[config.mk]
export PLATFORM = sky130hd
export DESIGN_NAME = nes_pad_top
export DESIGN_NICKNAME = d
export VERILOG_FILES = /design/src/verilog/nes_pad_pkg.sv /design/src/verilog/nes_pad_top.sv /design/src/verilog/joypad_shift.sv /design/src/verilog/turbo_mix.sv /design/src/verilog/pad_sync.sv
export VERILOG_INCLUDE_DIRS = /design/src /design/src/verilog
export SDC_FILE = /design/constraint.sdc
export NUM_CORES = 1
export LEC_CHECK = 0
export ABC_CLOCK_PERIOD_IN_PS = 3500
export BUFFER_PORTS_ARGS = -buffer_cell sky130_fd_sc_hd__buf_2
export CELL_PAD_IN_SITES_DETAIL_PLACEMENT = 0
export CELL_PAD_IN_SITES_GLOBAL_PLACEMENT = 1
export CORE_MARGIN = 2
export CORE_UTILIZATION = 35
export DETAILED_ROUTE_END_ITERATION = 7
export GPL_TIMING_DRIVEN = 0
export PLACE_DENSITY = 0.63
export SLEW_MARGIN = 10
export SYNTH_ARGS = -nofsm -noshare
export SYNTH_HDL_FRONTEND = slang
export SYNTH_SLANG_ARGS = --single-unit
export TNS_END_PERCENT = 5
[constraint.sdc]
create_clock -name clk -period 3.5 [get_ports clk]
set_clock_uncertainty 0.15 [all_clocks]
set_input_delay 0.875 -clock clk [delete_from_list [all_inputs] [get_ports clk]]
set_output_delay 0.875 -clock clk [all_outputs]
set_load 0.02 [all_outputs]
[src/verilog/nes_pad_config.svh]
// NES pad path configuration
// autofire timing, synchronizer depth and joypad byte width

`ifndef NES_PAD_CONFIG_SVH
`define NES_PAD_CONFIG_SVH

////////////////////////////////////////////////////////////
// autofire
////////////////////////////////////////////////////////////

// cycles high, then the same number of cycles low, while turbo is held
`define NES_PAD_TURBO_HALF 8

////////////////////////////////////////////////////////////
// pad input and joypad port
////////////////////////////////////////////////////////////

`define NES_PAD_SYNC_STAGES 2    // flops per synchronizer
`define NES_PAD_BITS        8    // bits in one NES joypad byte

`endif
[src/verilog/nes_pad_pkg.sv]
// NES pad package
// button layouts shared along the controller path

`include "nes_pad_config.svh"

package nes_pad_pkg;

    ////////////////////////////////////////////////////////////
    // SNES style pad as delivered by the receivers
    ////////////////////////////////////////////////////////////

    typedef struct packed {
        logic shoulder_r;    // msb
        logic shoulder_l;
        logic turbo_b;       // autofire on NES b
        logic turbo_a;       // autofire on NES a
        logic right;
        logic left;
        logic down;
        logic up;
        logic start;
        logic select;
        logic b;
        logic a;             // lsb
    } snes_buttons_t;

    ////////////////////////////////////////////////////////////
    // NES joypad byte where a goes out first on the serial port
    ////////////////////////////////////////////////////////////

    typedef struct packed {
        logic right;
        logic left;
        logic down;
        logic up;
        logic start;
        logic select;
        logic b;
        logic a;
    } nes_buttons_t;

    // raw shift register view of the joypad byte
    typedef logic [`NES_PAD_BITS-1:0] nes_byte_t;

endpackage

[src/verilog/nes_pad_top.sv]
// NES pad top level
// two SNES style pads through sync, autofire and the two serial
// joypad ports seen by the console, plus the home combination level

`timescale 1ns/1ps

module nes_pad_top (
    input  logic                       clk,
    input  logic                       sys_resetn,
    input  nes_pad_pkg::snes_buttons_t pad1_buttons,
    input  nes_pad_pkg::snes_buttons_t pad2_buttons,
    input  logic                       pad_swap,
    input  logic                       joypad_strobe,
    input  logic [1:0]                 joypad_clock,   // bit 0 port 1, bit 1 port 2
    output logic                       joypad1_data,
    output logic                       joypad2_data,
    output logic                       home_press
);

    nes_pad_pkg::snes_buttons_t sync_pad1;   // after sync and swap
    nes_pad_pkg::snes_buttons_t sync_pad2;
    nes_pad_pkg::nes_buttons_t  nes_pad1;    // NES byte with autofire
    nes_pad_pkg::nes_buttons_t  nes_pad2;

    ////////////////////////////////////////////////////////////
    // input side
    ////////////////////////////////////////////////////////////

    pad_sync u_pad_sync (
        .clk          (clk),
        .sys_resetn   (sys_resetn),
        .pad1_buttons (pad1_buttons),
        .pad2_buttons (pad2_buttons),
        .pad_swap     (pad_swap),
        .sync_pad1    (sync_pad1),
        .sync_pad2    (sync_pad2),
        .home_press   (home_press)
    );

    ////////////////////////////////////////////////////////////
    // autofire, one per pad
    ////////////////////////////////////////////////////////////

    turbo_mix u_turbo_mix1 (
        .clk        (clk),
        .sys_resetn (sys_resetn),
        .pad        (sync_pad1),
        .nes_pad    (nes_pad1)
    );

    turbo_mix u_turbo_mix2 (
        .clk        (clk),
        .sys_resetn (sys_resetn),
        .pad        (sync_pad2),
        .nes_pad    (nes_pad2)
    );

    ////////////////////////////////////////////////////////////
    // console joypad ports
    ////////////////////////////////////////////////////////////

    joypad_shift u_joypad1 (
        .clk        (clk),
        .sys_resetn (sys_resetn),
        .nes_pad    (nes_pad1),
        .strobe     (joypad_strobe),     // shared strobe
        .port_clock (joypad_clock[0]),
        .data       (joypad1_data)
    );

    joypad_shift u_joypad2 (
        .clk        (clk),
        .sys_resetn (sys_resetn),
        .nes_pad    (nes_pad2),
        .strobe     (joypad_strobe),
        .port_clock (joypad_clock[1]),
        .data       (joypad2_data)
    );

endmodule

[src/verilog/joypad_shift.sv]
// NES joypad port
// strobe loads the button byte, each falling edge of the port clock
// shifts the next bit out, ones follow the last button

`timescale 1ns/1ps

`include "nes_pad_config.svh"

module joypad_shift (
    input  logic                      clk,
    input  logic                      sys_resetn,
    input  nes_pad_pkg::nes_buttons_t nes_pad,
    input  logic                      strobe,      // loads while high
    input  logic                      port_clock,  // console side shift clock
    output logic                      data
);

    nes_pad_pkg::nes_byte_t shift_reg;
    logic                   last_clock;   // port_clock one cycle ago
    logic                   clock_fall;

    assign clock_fall = last_clock & ~port_clock;

    ////////////////////////////////////////////////////////////
    // shift register
    ////////////////////////////////////////////////////////////

    always_ff @(posedge clk) begin
        if (!sys_resetn) begin
            shift_reg  <= '1;             // idle line reads 1
            last_clock <= 1'b0;
        end else begin
            last_clock <= port_clock;
            if (clock_fall) begin
                // shift wins over a load in the same cycle
                shift_reg <= {1'b1, shift_reg[`NES_PAD_BITS-1:1]};
            end else if (strobe) begin
                shift_reg <= nes_pad_pkg::nes_byte_t'(nes_pad);  // a lands in bit 0
            end
        end
    end

    assign data = shift_reg[0];   // current button on the wire

endmodule

[src/verilog/turbo_mix.sv]
// Turbo mixer for one pad
// runs the autofire counters for turbo a / turbo b and folds them
// into the NES a and b buttons of the registered joypad byte

`timescale 1ns/1ps

`include "nes_pad_config.svh"

module turbo_mix (
    input  logic                       clk,
    input  logic                       sys_resetn,
    input  nes_pad_pkg::snes_buttons_t pad,
    output nes_pad_pkg::nes_buttons_t  nes_pad
);

    localparam int HALF  = `NES_PAD_TURBO_HALF;
    localparam int CNT_W = $clog2(2 * HALF);

    localparam logic [CNT_W-1:0] CNT_LAST = CNT_W'(2 * HALF - 1);  // wrap point
    localparam logic [CNT_W-1:0] CNT_HALF = CNT_W'(HALF);          // high / low split

    // index 0 is turbo a, index 1 is turbo b
    logic [1:0]       turbo_held;
    logic [CNT_W-1:0] turbo_cnt [2];
    logic [1:0]       autofire;

    assign turbo_held = {pad.turbo_b, pad.turbo_a};

    ////////////////////////////////////////////////////////////
    // autofire counters
    ////////////////////////////////////////////////////////////

    always_ff @(posedge clk) begin
        if (!sys_resetn) begin
            for (int i = 0; i < 2; i++) begin
                turbo_cnt[i] <= '0;
            end
        end else begin
            for (int i = 0; i < 2; i++) begin
                if (!turbo_held[i]) begin
                    turbo_cnt[i] <= '0;                       // restart on release
                end else if (turbo_cnt[i] == CNT_LAST) begin
                    turbo_cnt[i] <= '0;                       // one full period done
                end else begin
                    turbo_cnt[i] <= turbo_cnt[i] + 1'b1;
                end
            end
        end
    end

    // first half of the period is pressed
    always_comb begin
        for (int i = 0; i < 2; i++) begin
            autofire[i] = turbo_held[i] & (turbo_cnt[i] < CNT_HALF);
        end
    end

    ////////////////////////////////////////////////////////////
    // SNES to NES mapping
    ////////////////////////////////////////////////////////////

    always_ff @(posedge clk) begin
        if (!sys_resetn) begin
            nes_pad <= '0;
        end else begin
            nes_pad.right  <= pad.right;
            nes_pad.left   <= pad.left;
            nes_pad.down   <= pad.down;
            nes_pad.up     <= pad.up;
            nes_pad.start  <= pad.start;
            nes_pad.select <= pad.select;
            nes_pad.b      <= pad.b | autofire[1];  // turbo b merged
            nes_pad.a      <= pad.a | autofire[0];  // turbo a merged
        end
    end

endmodule

[src/verilog/pad_sync.sv]
// Pad synchronizer
// brings both pads and the swap level into clk, swaps pads on request
// and flags the home combination (select + down on pad 1)

`timescale 1ns/1ps

`include "nes_pad_config.svh"

module pad_sync (
    input  logic                       clk,
    input  logic                       sys_resetn,
    input  nes_pad_pkg::snes_buttons_t pad1_buttons,  // async levels
    input  nes_pad_pkg::snes_buttons_t pad2_buttons,
    input  logic                       pad_swap,
    output nes_pad_pkg::snes_buttons_t sync_pad1,
    output nes_pad_pkg::snes_buttons_t sync_pad2,
    output logic                       home_press
);

    localparam int STAGES = `NES_PAD_SYNC_STAGES;

    // stage 0 takes the raw input, stage STAGES-1 is the settled copy
    nes_pad_pkg::snes_buttons_t [STAGES-1:0] pad1_sync;
    nes_pad_pkg::snes_buttons_t [STAGES-1:0] pad2_sync;
    logic [STAGES-1:0]                       swap_sync;

    ////////////////////////////////////////////////////////////
    // synchronizer chains
    ////////////////////////////////////////////////////////////

    always_ff @(posedge clk) begin
        if (!sys_resetn) begin
            pad1_sync <= '0;
            pad2_sync <= '0;
            swap_sync <= '0;
        end else begin
            pad1_sync <= {pad1_sync[STAGES-2:0], pad1_buttons};
            pad2_sync <= {pad2_sync[STAGES-2:0], pad2_buttons};
            swap_sync <= {swap_sync[STAGES-2:0], pad_swap};
        end
    end

    // pad swap as a plain mux on the last stage
    assign sync_pad1 = swap_sync[STAGES-1] ? pad2_sync[STAGES-1] : pad1_sync[STAGES-1];
    assign sync_pad2 = swap_sync[STAGES-1] ? pad1_sync[STAGES-1] : pad2_sync[STAGES-1];

    ////////////////////////////////////////////////////////////
    // home combination
    ////////////////////////////////////////////////////////////

    // some pads report their home button as select + down
    always_ff @(posedge clk) begin
        if (!sys_resetn) begin
            home_press <= 1'b0;
        end else begin
            home_press <= sync_pad1.select & sync_pad1.down;  // one cycle behind sync_pad1
        end
    end

endmodule

* Yosys cells after proc, flatten, opt, wreduce, memory -nomap -nowiden
Memory sizes are Yosys's and may differ from the RTL's.
Index checks and enable logic that the tools add are counted.
** Operators by class
- Reductions and logical operators :: 4
- Order comparisons :: 4
- Muxes and demuxes :: 63
- Equality and inequality tests :: 4
- Bitwise operators :: 26
- $add $sub $neg :: 4
** Operator list (number)
- $mux W4 :: 12
- $mux W1 :: 45
- $mux W7 :: 4
- $mux W10 :: 2
- $add A4 B1 Y4 const B :: 4
- $eq A4 B4 Y1 const B :: 4
- $lt A4 B4 Y1 const B :: 4
- $or A1 B1 Y1 :: 16
- $and A1 B1 Y1 :: 7
- $reduce_bool A2 Y1 :: 2
- $reduce_or A2 Y1 :: 2
- $not A1 Y1 :: 3
** Word-level totals
- Input port bits :: 30
- Logic and storage cells :: 171
- Memories :: 2
- Output and inout port bits :: 3
- RAM bits :: 16
- Flip-flop bits (word level) :: 77
** Memory list
- u_turbo_mix1.turbo_cnt :: words 2, width 4, read ports 2, clocked after memory_dff 0, write ports 2, line turbo_mix.sv:24 : logic [CNT_W-1:0] turbo_cnt [2];
- u_turbo_mix2.turbo_cnt :: words 2, width 4, read ports 2, clocked after memory_dff 0, write ports 2, line turbo_mix.sv:24

* Depth between registers and ports, before layout
Gate-level depths: netlist of the first run.
An unclocked memory read counts as a cell.
- Depth in word-level cells :: 8
- Depth in mapped cells :: 5
- Gate-level depth less buffers :: 4

* By module
Synthesis of the first run repeated with hierarchy kept, for this count alone.
** Second synthesis, totals
- Cell total of the unflattened synthesis :: 312
- Area, all modules :: 3858.7 um2
** By module, submodules not included
- pad_sync :: sequential area each 1021.0 um2, cells each 138, times used 1, area an instance 1761.7 um2
- turbo_mix :: sequential area each 400.4 um2, cells each 50, times used 2, area an instance 611.8 um2
- joypad_shift :: sequential area each 180.2 um2, cells each 37, times used 2, area an instance 436.7 um2

* Worst setup path after synthesis of the first run
OpenSTA, ideal clock, no wires.
- Kind :: input -> register
- Start point :: input port joypad_strobe
- End point :: register u_joypad1.shift_reg[7]
- Required time :: 3.217 ns
- Arrival time :: 1.455 ns
- Stages :: 4
- Setup time :: 0.133 ns
- Path buffers :: 2
- Path slack :: 1.762 ns
- Cells stage by stage :: buf_2 > buf_4 > mux2i_1 > nand3_1
** RTL lines
- start, declared :: line nes_pad_top.sv:13 : input logic joypad_strobe,
- end signal, assigned :: line joypad_shift.sv:36 : shift_reg <= {1'b1, shift_reg[`NES_PAD_BITS-1:1]};
- end signal, assigned :: line joypad_shift.sv:38 : shift_reg <= nes_pad_pkg::nes_byte_t'(nes_pad);
- end, declared :: line joypad_shift.sv:18 : nes_pad_pkg::nes_byte_t shift_reg;

* Worst setup path after layout of the first run
- Start point :: register u_joypad1.shift_reg[0]
- End point :: output port joypad1_data
** RTL lines
- end, declared :: line nes_pad_top.sv:15 : output logic joypad1_data,
No word-level cell between the ends.

==> results of run 1 <==
power by group:
part / internal (mW) / switching, mW / total [mW]
clock network: 0.273 / 0.378 / 0.650
registers: 1.14 / 0.0255 / 1.17
logic: 0.0681 / 0.0680 / 0.136
Yosys cell counts (5+ instances only):
cell type                  number  share of area [%]
sky130_fd_sc_hd__dfxtp_1       77                 45
sky130_fd_sc_hd__and2_1        44                8.1
sky130_fd_sc_hd__nor2b_1       29                5.3
sky130_fd_sc_hd__nor2_1        26                2.9
sky130_fd_sc_hd__a211oi_1      18                4.0
sky130_fd_sc_hd__edfxtp_1      16                 14
sky130_fd_sc_hd__o21ai_0       16                2.3
sky130_fd_sc_hd__mux2i_1       14                4.1
sky130_fd_sc_hd__clkbuf_1       8               0.88
sky130_fd_sc_hd__nand3_1        8                1.2
sky130_fd_sc_hd__inv_1          7               0.77
sky130_fd_sc_hd__xnor2_1        6                1.5
sky130_fd_sc_hd__nand2_1        5               0.55
through the flow:
step	setup slack [ns]	hold WS (ns)	cells	area [sq um]
after global placement	1.45	0.266	487	3780
after floorplan	1.76	0.262	326	3470
after CTS	1.60	0.290	503	3960
after detailed placement	1.42	0.267	487	3780
after global routing	1.57	0.302	503	3960
final	1.62	0.286	503	3960
layer usage:
metal	vias to the layer above	routed length [um]	GRT usage (%)
met4	0	82	3.64
met2	36	2460	19.2
li1	1128	-	-
met3	6	183	4.14
met5	-	0	0
met1	928	3020	17.4
worst min-delay path by stage:
stage	from	to	slack, ns	cells after the start
floorplan	u_pad_sync.pad1_sync[0]	u_pad_sync.pad1_sync[12]	0.26	1
global placement	u_pad_sync.pad2_sync[1]	u_pad_sync.pad2_sync[13]	0.27	1
detailed placement	u_pad_sync.pad2_sync[4]	u_pad_sync.pad2_sync[16]	0.27	1
CTS	u_pad_sync.pad2_sync[4]	u_pad_sync.pad2_sync[16]	0.29	1
global route	u_pad_sync.pad2_sync[4]	u_pad_sync.pad2_sync[16]	0.30	1
finish	u_pad_sync.pad2_sync[4]	u_pad_sync.pad2_sync[16]	0.29	1
kinds of logic (layout without fill, tap and decap cells):
kind of cell,count (synthesis),in the layout
AO/OA/AOI/OAI,40,40
XOR/XNOR,6,6
multiplexers,20,20
other,1,16
buffers and inverters,24,68
AND/OR/NAND/NOR,123,123
flip-flops,93,93
adder cells (fa/ha/maj),4,4
cell usage in the layout, fill, tap and decap left out, types with 14 or more instances in the layout:
cell type / n
sky130_fd_sc_hd__conb_1: 16
sky130_fd_sc_hd__edfxtp_1: 16
sky130_fd_sc_hd__and2_1: 44
sky130_fd_sc_hd__mux2i_1: 14
sky130_fd_sc_hd__nor2b_1: 29
sky130_fd_sc_hd__a211oi_1: 18
sky130_fd_sc_hd__buf_2: 30
sky130_fd_sc_hd__dfxtp_1: 77
sky130_fd_sc_hd__nor2_1: 26
sky130_fd_sc_hd__o21ai_0: 16
area by class of cell:
| cell class | instances | area (sq um) | area share (%) |
|---|---|---|---|
| Sequential cell | 93 | 2020 | 51.1 |
| Multi-Input combinational cell | 209 | 1340 | 33.7 |
| Tap cell | 133 | 166 | 4.20 |
| Timing Repair Buffer | 28 | 140 | 3.54 |
| Clock buffer | 10 | 128 | 3.22 |
| Buffer | 17 | 88.8 | 2.24 |
| Clock inverter | 6 | 52.6 | 1.33 |
| Inverter | 7 | 26.3 | 0.664 |
==> metrics.txt, run 1 <==
Data required, critical path between 2 and 2.5 ns; overall die area between 0.01 and 0.015 sq mm; highest clock rate 533 MHz; global route overflow 0; largest fanout on the critical path 2; number of inserted filler cells in the final layout 981; number of inserted diodes 0; CTS tree done; PostCTS Resize Cnt 0; Core Rows 36; count of clock tree sinks 93; cell count after synthesis just over 300; CTS Hold Buffers Added 0; Synth Area in Adders under 10%; fraction of final layout cells with drive strength greater than 1 between 10% and 20%; final core area utilization about two fifths; multiplexer share of the synthesized area ~6.4%; number of synthesized register bits 93; global-route wire length before repair about 10 mm; count of TritonRoute iterations in the first routing pass 4; Core Box Area 0.00964 sq mm; origin of the worst setup path u_joypad1.shift_reg[0]; cells on worst reg2reg path 4; category of the worst setup path launch point flip-flop; count of buffers added by post-CTS timing repair for setup 0; initial cell density of the core roughly 35%; standby leakage power 1.55 nW; Reg-to-Reg Start u_pad_sync.swap_sync[1]; routed length per instance approximately 11 um; Clock Latency Late Sink around 0.35 ns; pin count of the biggest net entering global routing 18; Worst-path clk slew 0.09 ns; number of DRC violations after detailed routing 0; outcome finished, final reports clean; total number of vias 2,098; final net count ~400; final sum of negative setup slack 0 ns; Chip Height 103 um; post-synthesis cell area around 0.0034 sq mm; placed wire-length estimate after detailed placement ~4.2 mm; xor and xnor area share after synthesis between 1.5 and 2%; total of buffers placed on input and output ports 28; remaining number of nets flagged by the antenna check after routing 0; number of cells on the critical path 1; final number of setup-violating endpoints 0; initial antenna violation count 0; Clock Tree Buf Depth 2; count of distinct cell types in the synthesized netlist 29; total power density per cell area ~500 mW/mm^2; register-to-register setup slack 2.05 ns; element type at the critical path end output pin; cell chosen for the clock root sky130_fd_sc_hd__clkbuf_8; global router's overall resource usage about an eighth; routability congestion estimate 0.753; number of enable flip-flop cells after synthesis 16; area growth from synthesis to layout 15.9%; maximum single-stage delay on the critical path approximately 0.34 ns; number of DRC violations after detailed-routing iteration 0 45; via count of the first global-routing pass roughly 2,100; number of maximum-capacitance violations 0; Peak VDD IR about 0.00023 V; number of H-tree levels 3; path class of the lowest-slack min-delay path reg2reg; Crit path buffers/inverters 1; I/O pin count 33; time the final worst path needs with I/O delays and setup 1.88 ns; capturing element of the worst setup path joypad1_data; combinational family with the most area after synthesis simple AND/OR/NAND/NOR gates; biggest regs u_pad_sync.pad1_sync: 20 flops, u_pad_sync.pad2_sync: 20 flops; end of the worst register-to-register path u_turbo_mix1.turbo_cnt[0][3]; Final Power about 2.0 mW; Critical-path top delay cell sky130_fd_sc_hd__dfxtp_1; area share of and/or/nand/nor cells after synthesis between 20% and 30%; ys flop type sky130_fd_sc_hd__dfxtp_1; largest delay contributor family on the critical path flip-flops; critical path start-end classification reg2out; series of cell instances along the critical path buf_2; Routed Wire Length 5.75 mm; Critical Path AT between 0.8 and 0.9 ns; final max-slew violation count 0; final hold violation count 0; part of the cycle the worst path needs between 50% and 60%; number of buffers created by CTS 9; Synth Area per Inst around 11 sq um; post-detailed-route via-to-cell ratio roughly 4.2; post-synthesis compound-gate area fraction 7.18%; unrepaired setup endpoints after global routing false; sequential fraction of the synthesis area approximately three fifths; share of flip-flops with an asynchronous set or reset after synthesis 0%; Synth warnings 0; x dimension of the die between 100 and 150 um
(Power assumes the default switching activity.)
==> run 2: changes to the inputs <==
--- a/config.mk
+++ b/config.mk
@@ -6,7 +6,7 @@
 export SDC_FILE = /design/constraint.sdc
 export NUM_CORES = 1
 export LEC_CHECK = 0
-export ABC_CLOCK_PERIOD_IN_PS = 3500
+export ABC_CLOCK_PERIOD_IN_PS = 1600
 export BUFFER_PORTS_ARGS = -buffer_cell sky130_fd_sc_hd__buf_2
 export CELL_PAD_IN_SITES_DETAIL_PLACEMENT = 0
 export CELL_PAD_IN_SITES_GLOBAL_PLACEMENT = 1
@@ -14,7 +14,7 @@
 export CORE_UTILIZATION = 35
 export DETAILED_ROUTE_END_ITERATION = 7
 export GPL_TIMING_DRIVEN = 0
-export PLACE_DENSITY = 0.63
+export PLACE_DENSITY = 0.65
 export SLEW_MARGIN = 10
 export SYNTH_ARGS = -nofsm -noshare
 export SYNTH_HDL_FRONTEND = slang
==> constraint.sdc (replaced) <==
create_clock -name clk -period 1.6 [get_ports clk]
set_clock_uncertainty 0.15 [all_clocks]
set_input_delay 0.4 -clock clk [delete_from_list [all_inputs] [get_ports clk]]
set_output_delay 0.4 -clock clk [all_outputs]
set_load 0.02 [all_outputs]
==> run 2 against run 1 <==
Non-clock buffer count is the same. Total power grew 120%. Global-route usage shrank 0.79 points.
==> metrics.txt, run 2 (synthesized netlist as in run 1, its figures left out) <==
outcome finished, final reports clean; Routed Wire Length 5.68 mm; final max-slew violation count 0; M1 GR Usage between 10% and 20%; initial antenna violation count 0; final hold violation count 0; unrepaired setup endpoints after global routing false; routed length per instance 11.3 um; number of DRC violations after detailed-routing iteration 0 64; Worst-path clk slew around 0.09 ns; Clock Tree Buf Depth 2; CTS Hold Buffers Added 0; final core area utilization 41.0%; number of maximum-capacitance violations 0; critical path start-end classification reg2reg; I/O pin count 33; global-route wire length before repair roughly 9.5 mm; total of buffers placed on input and output ports 28; count of clock tree sinks a little over 90; pin count of the biggest net entering global routing 17; final sum of negative setup slack 0 ns; Clock Latency Late Sink about 0.35 ns; most frequent cells in the layout 77 x sky130_fd_sc_hd__dfxtp_1, 44 x sky130_fd_sc_hd__and2_1, 30 x sky130_fd_sc_hd__buf_2, 29 x sky130_fd_sc_hd__nor2b_1, 26 x sky130_fd_sc_hd__nor2_1; largest fanout on the critical path 10; final number of setup-violating endpoints 0; post-detailed-route via-to-cell ratio 4.15; category of the worst setup path launch point flip-flop; Core Rows 36; cell chosen for the clock root sky130_fd_sc_hd__clkbuf_8; initial cell density of the core between 30% and 40%; placed wire-length estimate after detailed placement about 4.2 mm; Core Box Area between 0.009 and 0.01 sq mm; total number of vias ~2,100; total power density per cell area about 1100 mW/mm^2; CTS tree done; remaining number of nets flagged by the antenna check after routing 0; Peak VDD IR about 0.00051 V; part of the cycle the worst path needs a little over 90%; register-to-register setup slack ~0.14 ns; x dimension of the die 103 um; routability congestion estimate 0.727; global router's overall resource usage between 10% and 20%; final net count 399; PostCTS Resize Cnt 0; biggest regs u_pad_sync.pad1_sync: 20 flops, u_pad_sync.pad2_sync: 20 flops; GR Util met2 between 10% and 20%; standby leakage power 1.54 nW; number of cells on the worst hold path 2; number of DRC violations after detailed routing 0; overall die area approximately 0.011 sq mm; most common library cell in the layout ignoring fill and taps sky130_fd_sc_hd__dfxtp_1; Critical Path AT around 1.4 ns; element type at the critical path end flip-flop; global route overflow 0; highest clock rate slightly below 700 MHz; count of buffers added by post-CTS timing repair for setup 0; Chip Height roughly 100 um; Worst Hold Launch pad2_buttons[0]; Data required, critical path 1.57 ns; number of buffers created by CTS 9; time the final worst path needs with I/O delays and setup between 1 and 1.5 ns; count of TritonRoute iterations in the first routing pass 4; routing layer with the top usage in global route met2; Worst Hold Path EP u_pad_sync.pad2_sync[0]; met3 usage in global routing 2.78%; origin of the worst setup path u_pad_sync.swap_sync[1]; Reg-to-Reg Start u_pad_sync.swap_sync[1]; fraction of final layout cells with drive strength greater than 1 15.9%; end of the worst register-to-register path u_turbo_mix1.turbo_cnt[0][1]; area growth from synthesis to layout 15.7%; cells on worst reg2reg path 4; via count of the first global-routing pass 1,984; number of H-tree levels 3; number of inserted diodes 0; path class of the lowest-slack min-delay path in2reg
-- run 2: how the worst max path moves through the flow --
stage                                   endpoint  slack, ns
floorplan           u_turbo_mix1.turbo_cnt[0][0]       0.23
global placement        u_pad_sync.pad2_sync[19]       0.02
detailed placement      u_pad_sync.pad2_sync[19]       0.04
CTS                 u_turbo_mix1.turbo_cnt[0][1]       0.12
global route        u_turbo_mix1.turbo_cnt[0][1]       0.06
finish              u_turbo_mix1.turbo_cnt[0][1]       0.14
-- run 2: routing by layer --
metal | wire length (um) | share of wire (%)
met3 | 191 | 3.4
met2 | 2470 | 43
met5 | 0 | 0
met1 | 2890 | 51
met4 | 131 | 2.3
-- run 2: metrics by stage --
stage               cells  hold slack [ns]  worst slack (ns)  total power [mW]  cell area (sq um)
finish                503           0.0931             0.135              4.24               3960
global route          503           0.0815            0.0592              4.43               3960
CTS                   503           0.0762             0.119              4.29               3960
detailed placement    487            0.267            0.0414              2.91               3780
global placement      487            0.266            0.0163              2.90               3780
floorplan             326            0.262             0.227              2.81               3470
-- run 2: cell type report --
cell class | count | area, sq um
Inverter | 7 | 26.3
Clock buffer | 10 | 128
Fill cell | 982 | 5680
Buffer | 17 | 88.8
Clock inverter | 6 | 47.5
Timing Repair Buffer | 28 | 140
Tap cell | 133 | 166
Multi-Input combinational cell | 209 | 1340
Sequential cell | 93 | 2020
-- run 2: critical path, cell delays in order, from the launching register on --
cell and delay, ns:
sky130_fd_sc_hd__dfxtp_1 0.40, sky130_fd_sc_hd__buf_6 0.19, sky130_fd_sc_hd__mux2_4 0.32, sky130_fd_sc_hd__nand2_4 0.10, sky130_fd_sc_hd__nor2_1 0.06
-- run 2: where the power goes --
part | internal (mW) | total, mW | switching (mW)
sequential | 2.50 | 2.55 | 0.0547
clock | 0.579 | 1.39 | 0.808
combinational | 0.149 | 0.299 | 0.150
==> run 3: changes to the inputs <==
--- a/config.mk
+++ b/config.mk
@@ -11,10 +11,10 @@
 export CELL_PAD_IN_SITES_DETAIL_PLACEMENT = 0
 export CELL_PAD_IN_SITES_GLOBAL_PLACEMENT = 1
 export CORE_MARGIN = 2
-export CORE_UTILIZATION = 35
+export CORE_UTILIZATION = 41
 export DETAILED_ROUTE_END_ITERATION = 7
 export GPL_TIMING_DRIVEN = 0
-export PLACE_DENSITY = 0.65
+export PLACE_DENSITY = 0.74
 export SLEW_MARGIN = 10
 export SYNTH_ARGS = -nofsm -noshare
 export SYNTH_HDL_FRONTEND = slang
==> run 3 against run 2 <==
Design area grew 0.28%. Final cell count shrank 5.6%. Register-to-register slack is essentially flat. Core utilization grew 7.7 points. Clock-buffer cell count shrank 1. Fmax grew 0.35%. Clock power grew 22%. Critical endpoint is now u_turbo_mix1.turbo_cnt[1][3]. Largest power group unchanged. Highest routed layer unchanged.
==> metrics.txt, run 3 (synthesized netlist as in run 1, its figures left out) <==
outcome finished, final reports clean; time the final worst path needs with I/O delays and setup approximately 1.5 ns; largest fanout on the critical path 10; path class of the lowest-slack min-delay path in2reg; element type at the critical path end flip-flop; number of H-tree levels 3; Data required, critical path roughly 1.6 ns; unrepaired setup endpoints after global routing false; category of the worst setup path launch point flip-flop; fraction of final layout cells with drive strength greater than 1 ~16%; final hold violation count 0; Worst-path clk slew 0.09 ns; most frequent cells in the layout 77 x sky130_fd_sc_hd__dfxtp_1, 44 x sky130_fd_sc_hd__and2_1, 30 x sky130_fd_sc_hd__buf_2, 29 x sky130_fd_sc_hd__nor2b_1, 26 x sky130_fd_sc_hd__nor2_1; Critical Path AT ~1.4 ns; relative slew slack about 64%; Power Internal approximately 3.5 mW; number of inserted filler cells in the final layout between 700 and 800; biggest regs u_pad_sync.pad1_sync: 20 flops, u_pad_sync.pad2_sync: 20 flops; final number of setup-violating endpoints 0; x dimension of the die between 90 and 100 um; Chip Height 95.3 um; Clock Tree Buf Depth 2; Routed Wire Length between 5 and 6 mm; routability congestion estimate 0.705; worst hold slack across all endpoints ~0.10 ns; number of inserted diodes 0; I/O pin count 33; Peak VDD IR 0.000556 V; count of clock tree sinks 93; count of TritonRoute iterations in the first routing pass 4; cell chosen for the clock root sky130_fd_sc_hd__clkbuf_8; number of DRC violations after detailed routing 0; area used by sequential logic in the layout 0.00202 sq mm; count of buffers added by post-CTS timing repair for setup 0; remaining number of nets flagged by the antenna check after routing 0; total power density per cell area around 1100 mW/mm^2; clock network power share a little under two fifths; Clock Latency Late Sink 0.35 ns; relative contribution of combinational cells to total power ~6.5%; most common library cell in the layout ignoring fill and taps sky130_fd_sc_hd__dfxtp_1; Final Power roughly 4.5 mW; part of the cycle the worst path needs roughly 91%; CTS Hold Buffers Added 0; area growth from synthesis to layout 16.1%; number of buffers created by CTS 9; global-route wire length before repair roughly 9.4 mm; final max-slew violation count 0; global route overflow 0; series of cell instances along the critical path buf_6 -> mux2_4 -> nand3_2 -> nor2_1; Core Rows 33; pin slew with the least headroom to its limit around 0.54 ns; final net count 399; PostCTS Resize Cnt 0; initial antenna violation count 0; Critical-path top delay cell sky130_fd_sc_hd__dfxtp_1; final sum of negative setup slack 0 ns; sequential cell fraction of total power between 50% and 60%; global router's overall resource usage around 14%; reported net switching power just over 1 mW; total number of vias roughly 2,100; pin count of the biggest net entering global routing 17; placed wire-length estimate after detailed placement between 3 and 4 mm; number of maximum-capacitance violations 0; critical path start-end classification reg2reg; initial cell density of the core a little over two fifths; total of buffers placed on input and output ports 28; routed length per instance about 12 um; area occupied by multi-input gates 0.00134 sq mm; via count of the first global-routing pass roughly 2,000; Core Box Area between 0.008 and 0.009 sq mm; CTS tree done; net switching fraction of the power between 20% and 30%; number of DRC violations after detailed-routing iteration 0 just under 50; post-detailed-route via-to-cell ratio around 4.5; overall die area between 0.009 and 0.01 sq mm; highest clock rate 685 MHz; maximum single-stage delay on the critical path 0.40 ns; standby leakage power 1.56 nW
-- run 3: final cells by class --
class	count	area share, %
Timing Repair Buffer	28	3.53
Tap cell	105	3.31
Sequential cell	93	51.0
Clock inverter	7	2.46
Multi-Input combinational cell	209	33.7
Clock buffer	9	3.12
Inverter	7	0.662
Buffer	17	2.24
-- run 3: worst paths after layout --
| check | slack [ns] | endpoint | from | depth (start not counted) |
|---|---|---|---|---|
| worst min register to register | 0.28 | u_pad_sync.pad2_sync[15] | u_pad_sync.pad2_sync[3] | 1 |
| worst min-delay path | 0.10 | u_pad_sync.pad2_sync[5] | pad2_buttons[5] | 2 |
| worst max-delay path | 0.14 | u_turbo_mix1.turbo_cnt[1][3] | u_pad_sync.swap_sync[1] | 4 |
| worst max register to register | 0.14 | u_turbo_mix1.turbo_cnt[1][3] | u_pad_sync.swap_sync[1] | 4 |
-- run 3: layer usage --
layer	global-route usage, %	wire (um)
met1	18.8	2860
met2	19.9	2320
met3	3.32	200
met4	6.64	92
met5	0	0
-- run 3: power groups by stage --
stage,Combinational [mW],Sequential (mW),Clock [mW]
finish,0.297,2.55,1.70
global route,0.343,2.57,1.84
CTS,0.302,2.55,1.74
detailed placement,0.301,2.61,0
global placement,0.296,2.60,0
floorplan,0.213,2.59,0
-- run 3: critical path, delay by kind of cell (launching register included) --
| kind | cells | cell delay (ns) |
|---|---|---|
| and+or+nand+nor | 2 | 0.17 |
| buffers and inverters | 1 | 0.19 |
| DFF | 1 | 0.40 |
| muxes | 1 | 0.31 |
-- run 3: through the flow --
step | instance area, sq um | util (%) | instances | worst slack (ns)
floorplan | 3470 | - | 326 | 0.227
global placement | 3740 | 46.0 | 459 | 0.0672
detailed placement | 3740 | 46.0 | 459 | 0.0185
CTS | 3970 | 48.8 | 475 | 0.131
global route | 3970 | 48.8 | 475 | 0.0836
finish | 3970 | 48.8 | 475 | 0.140
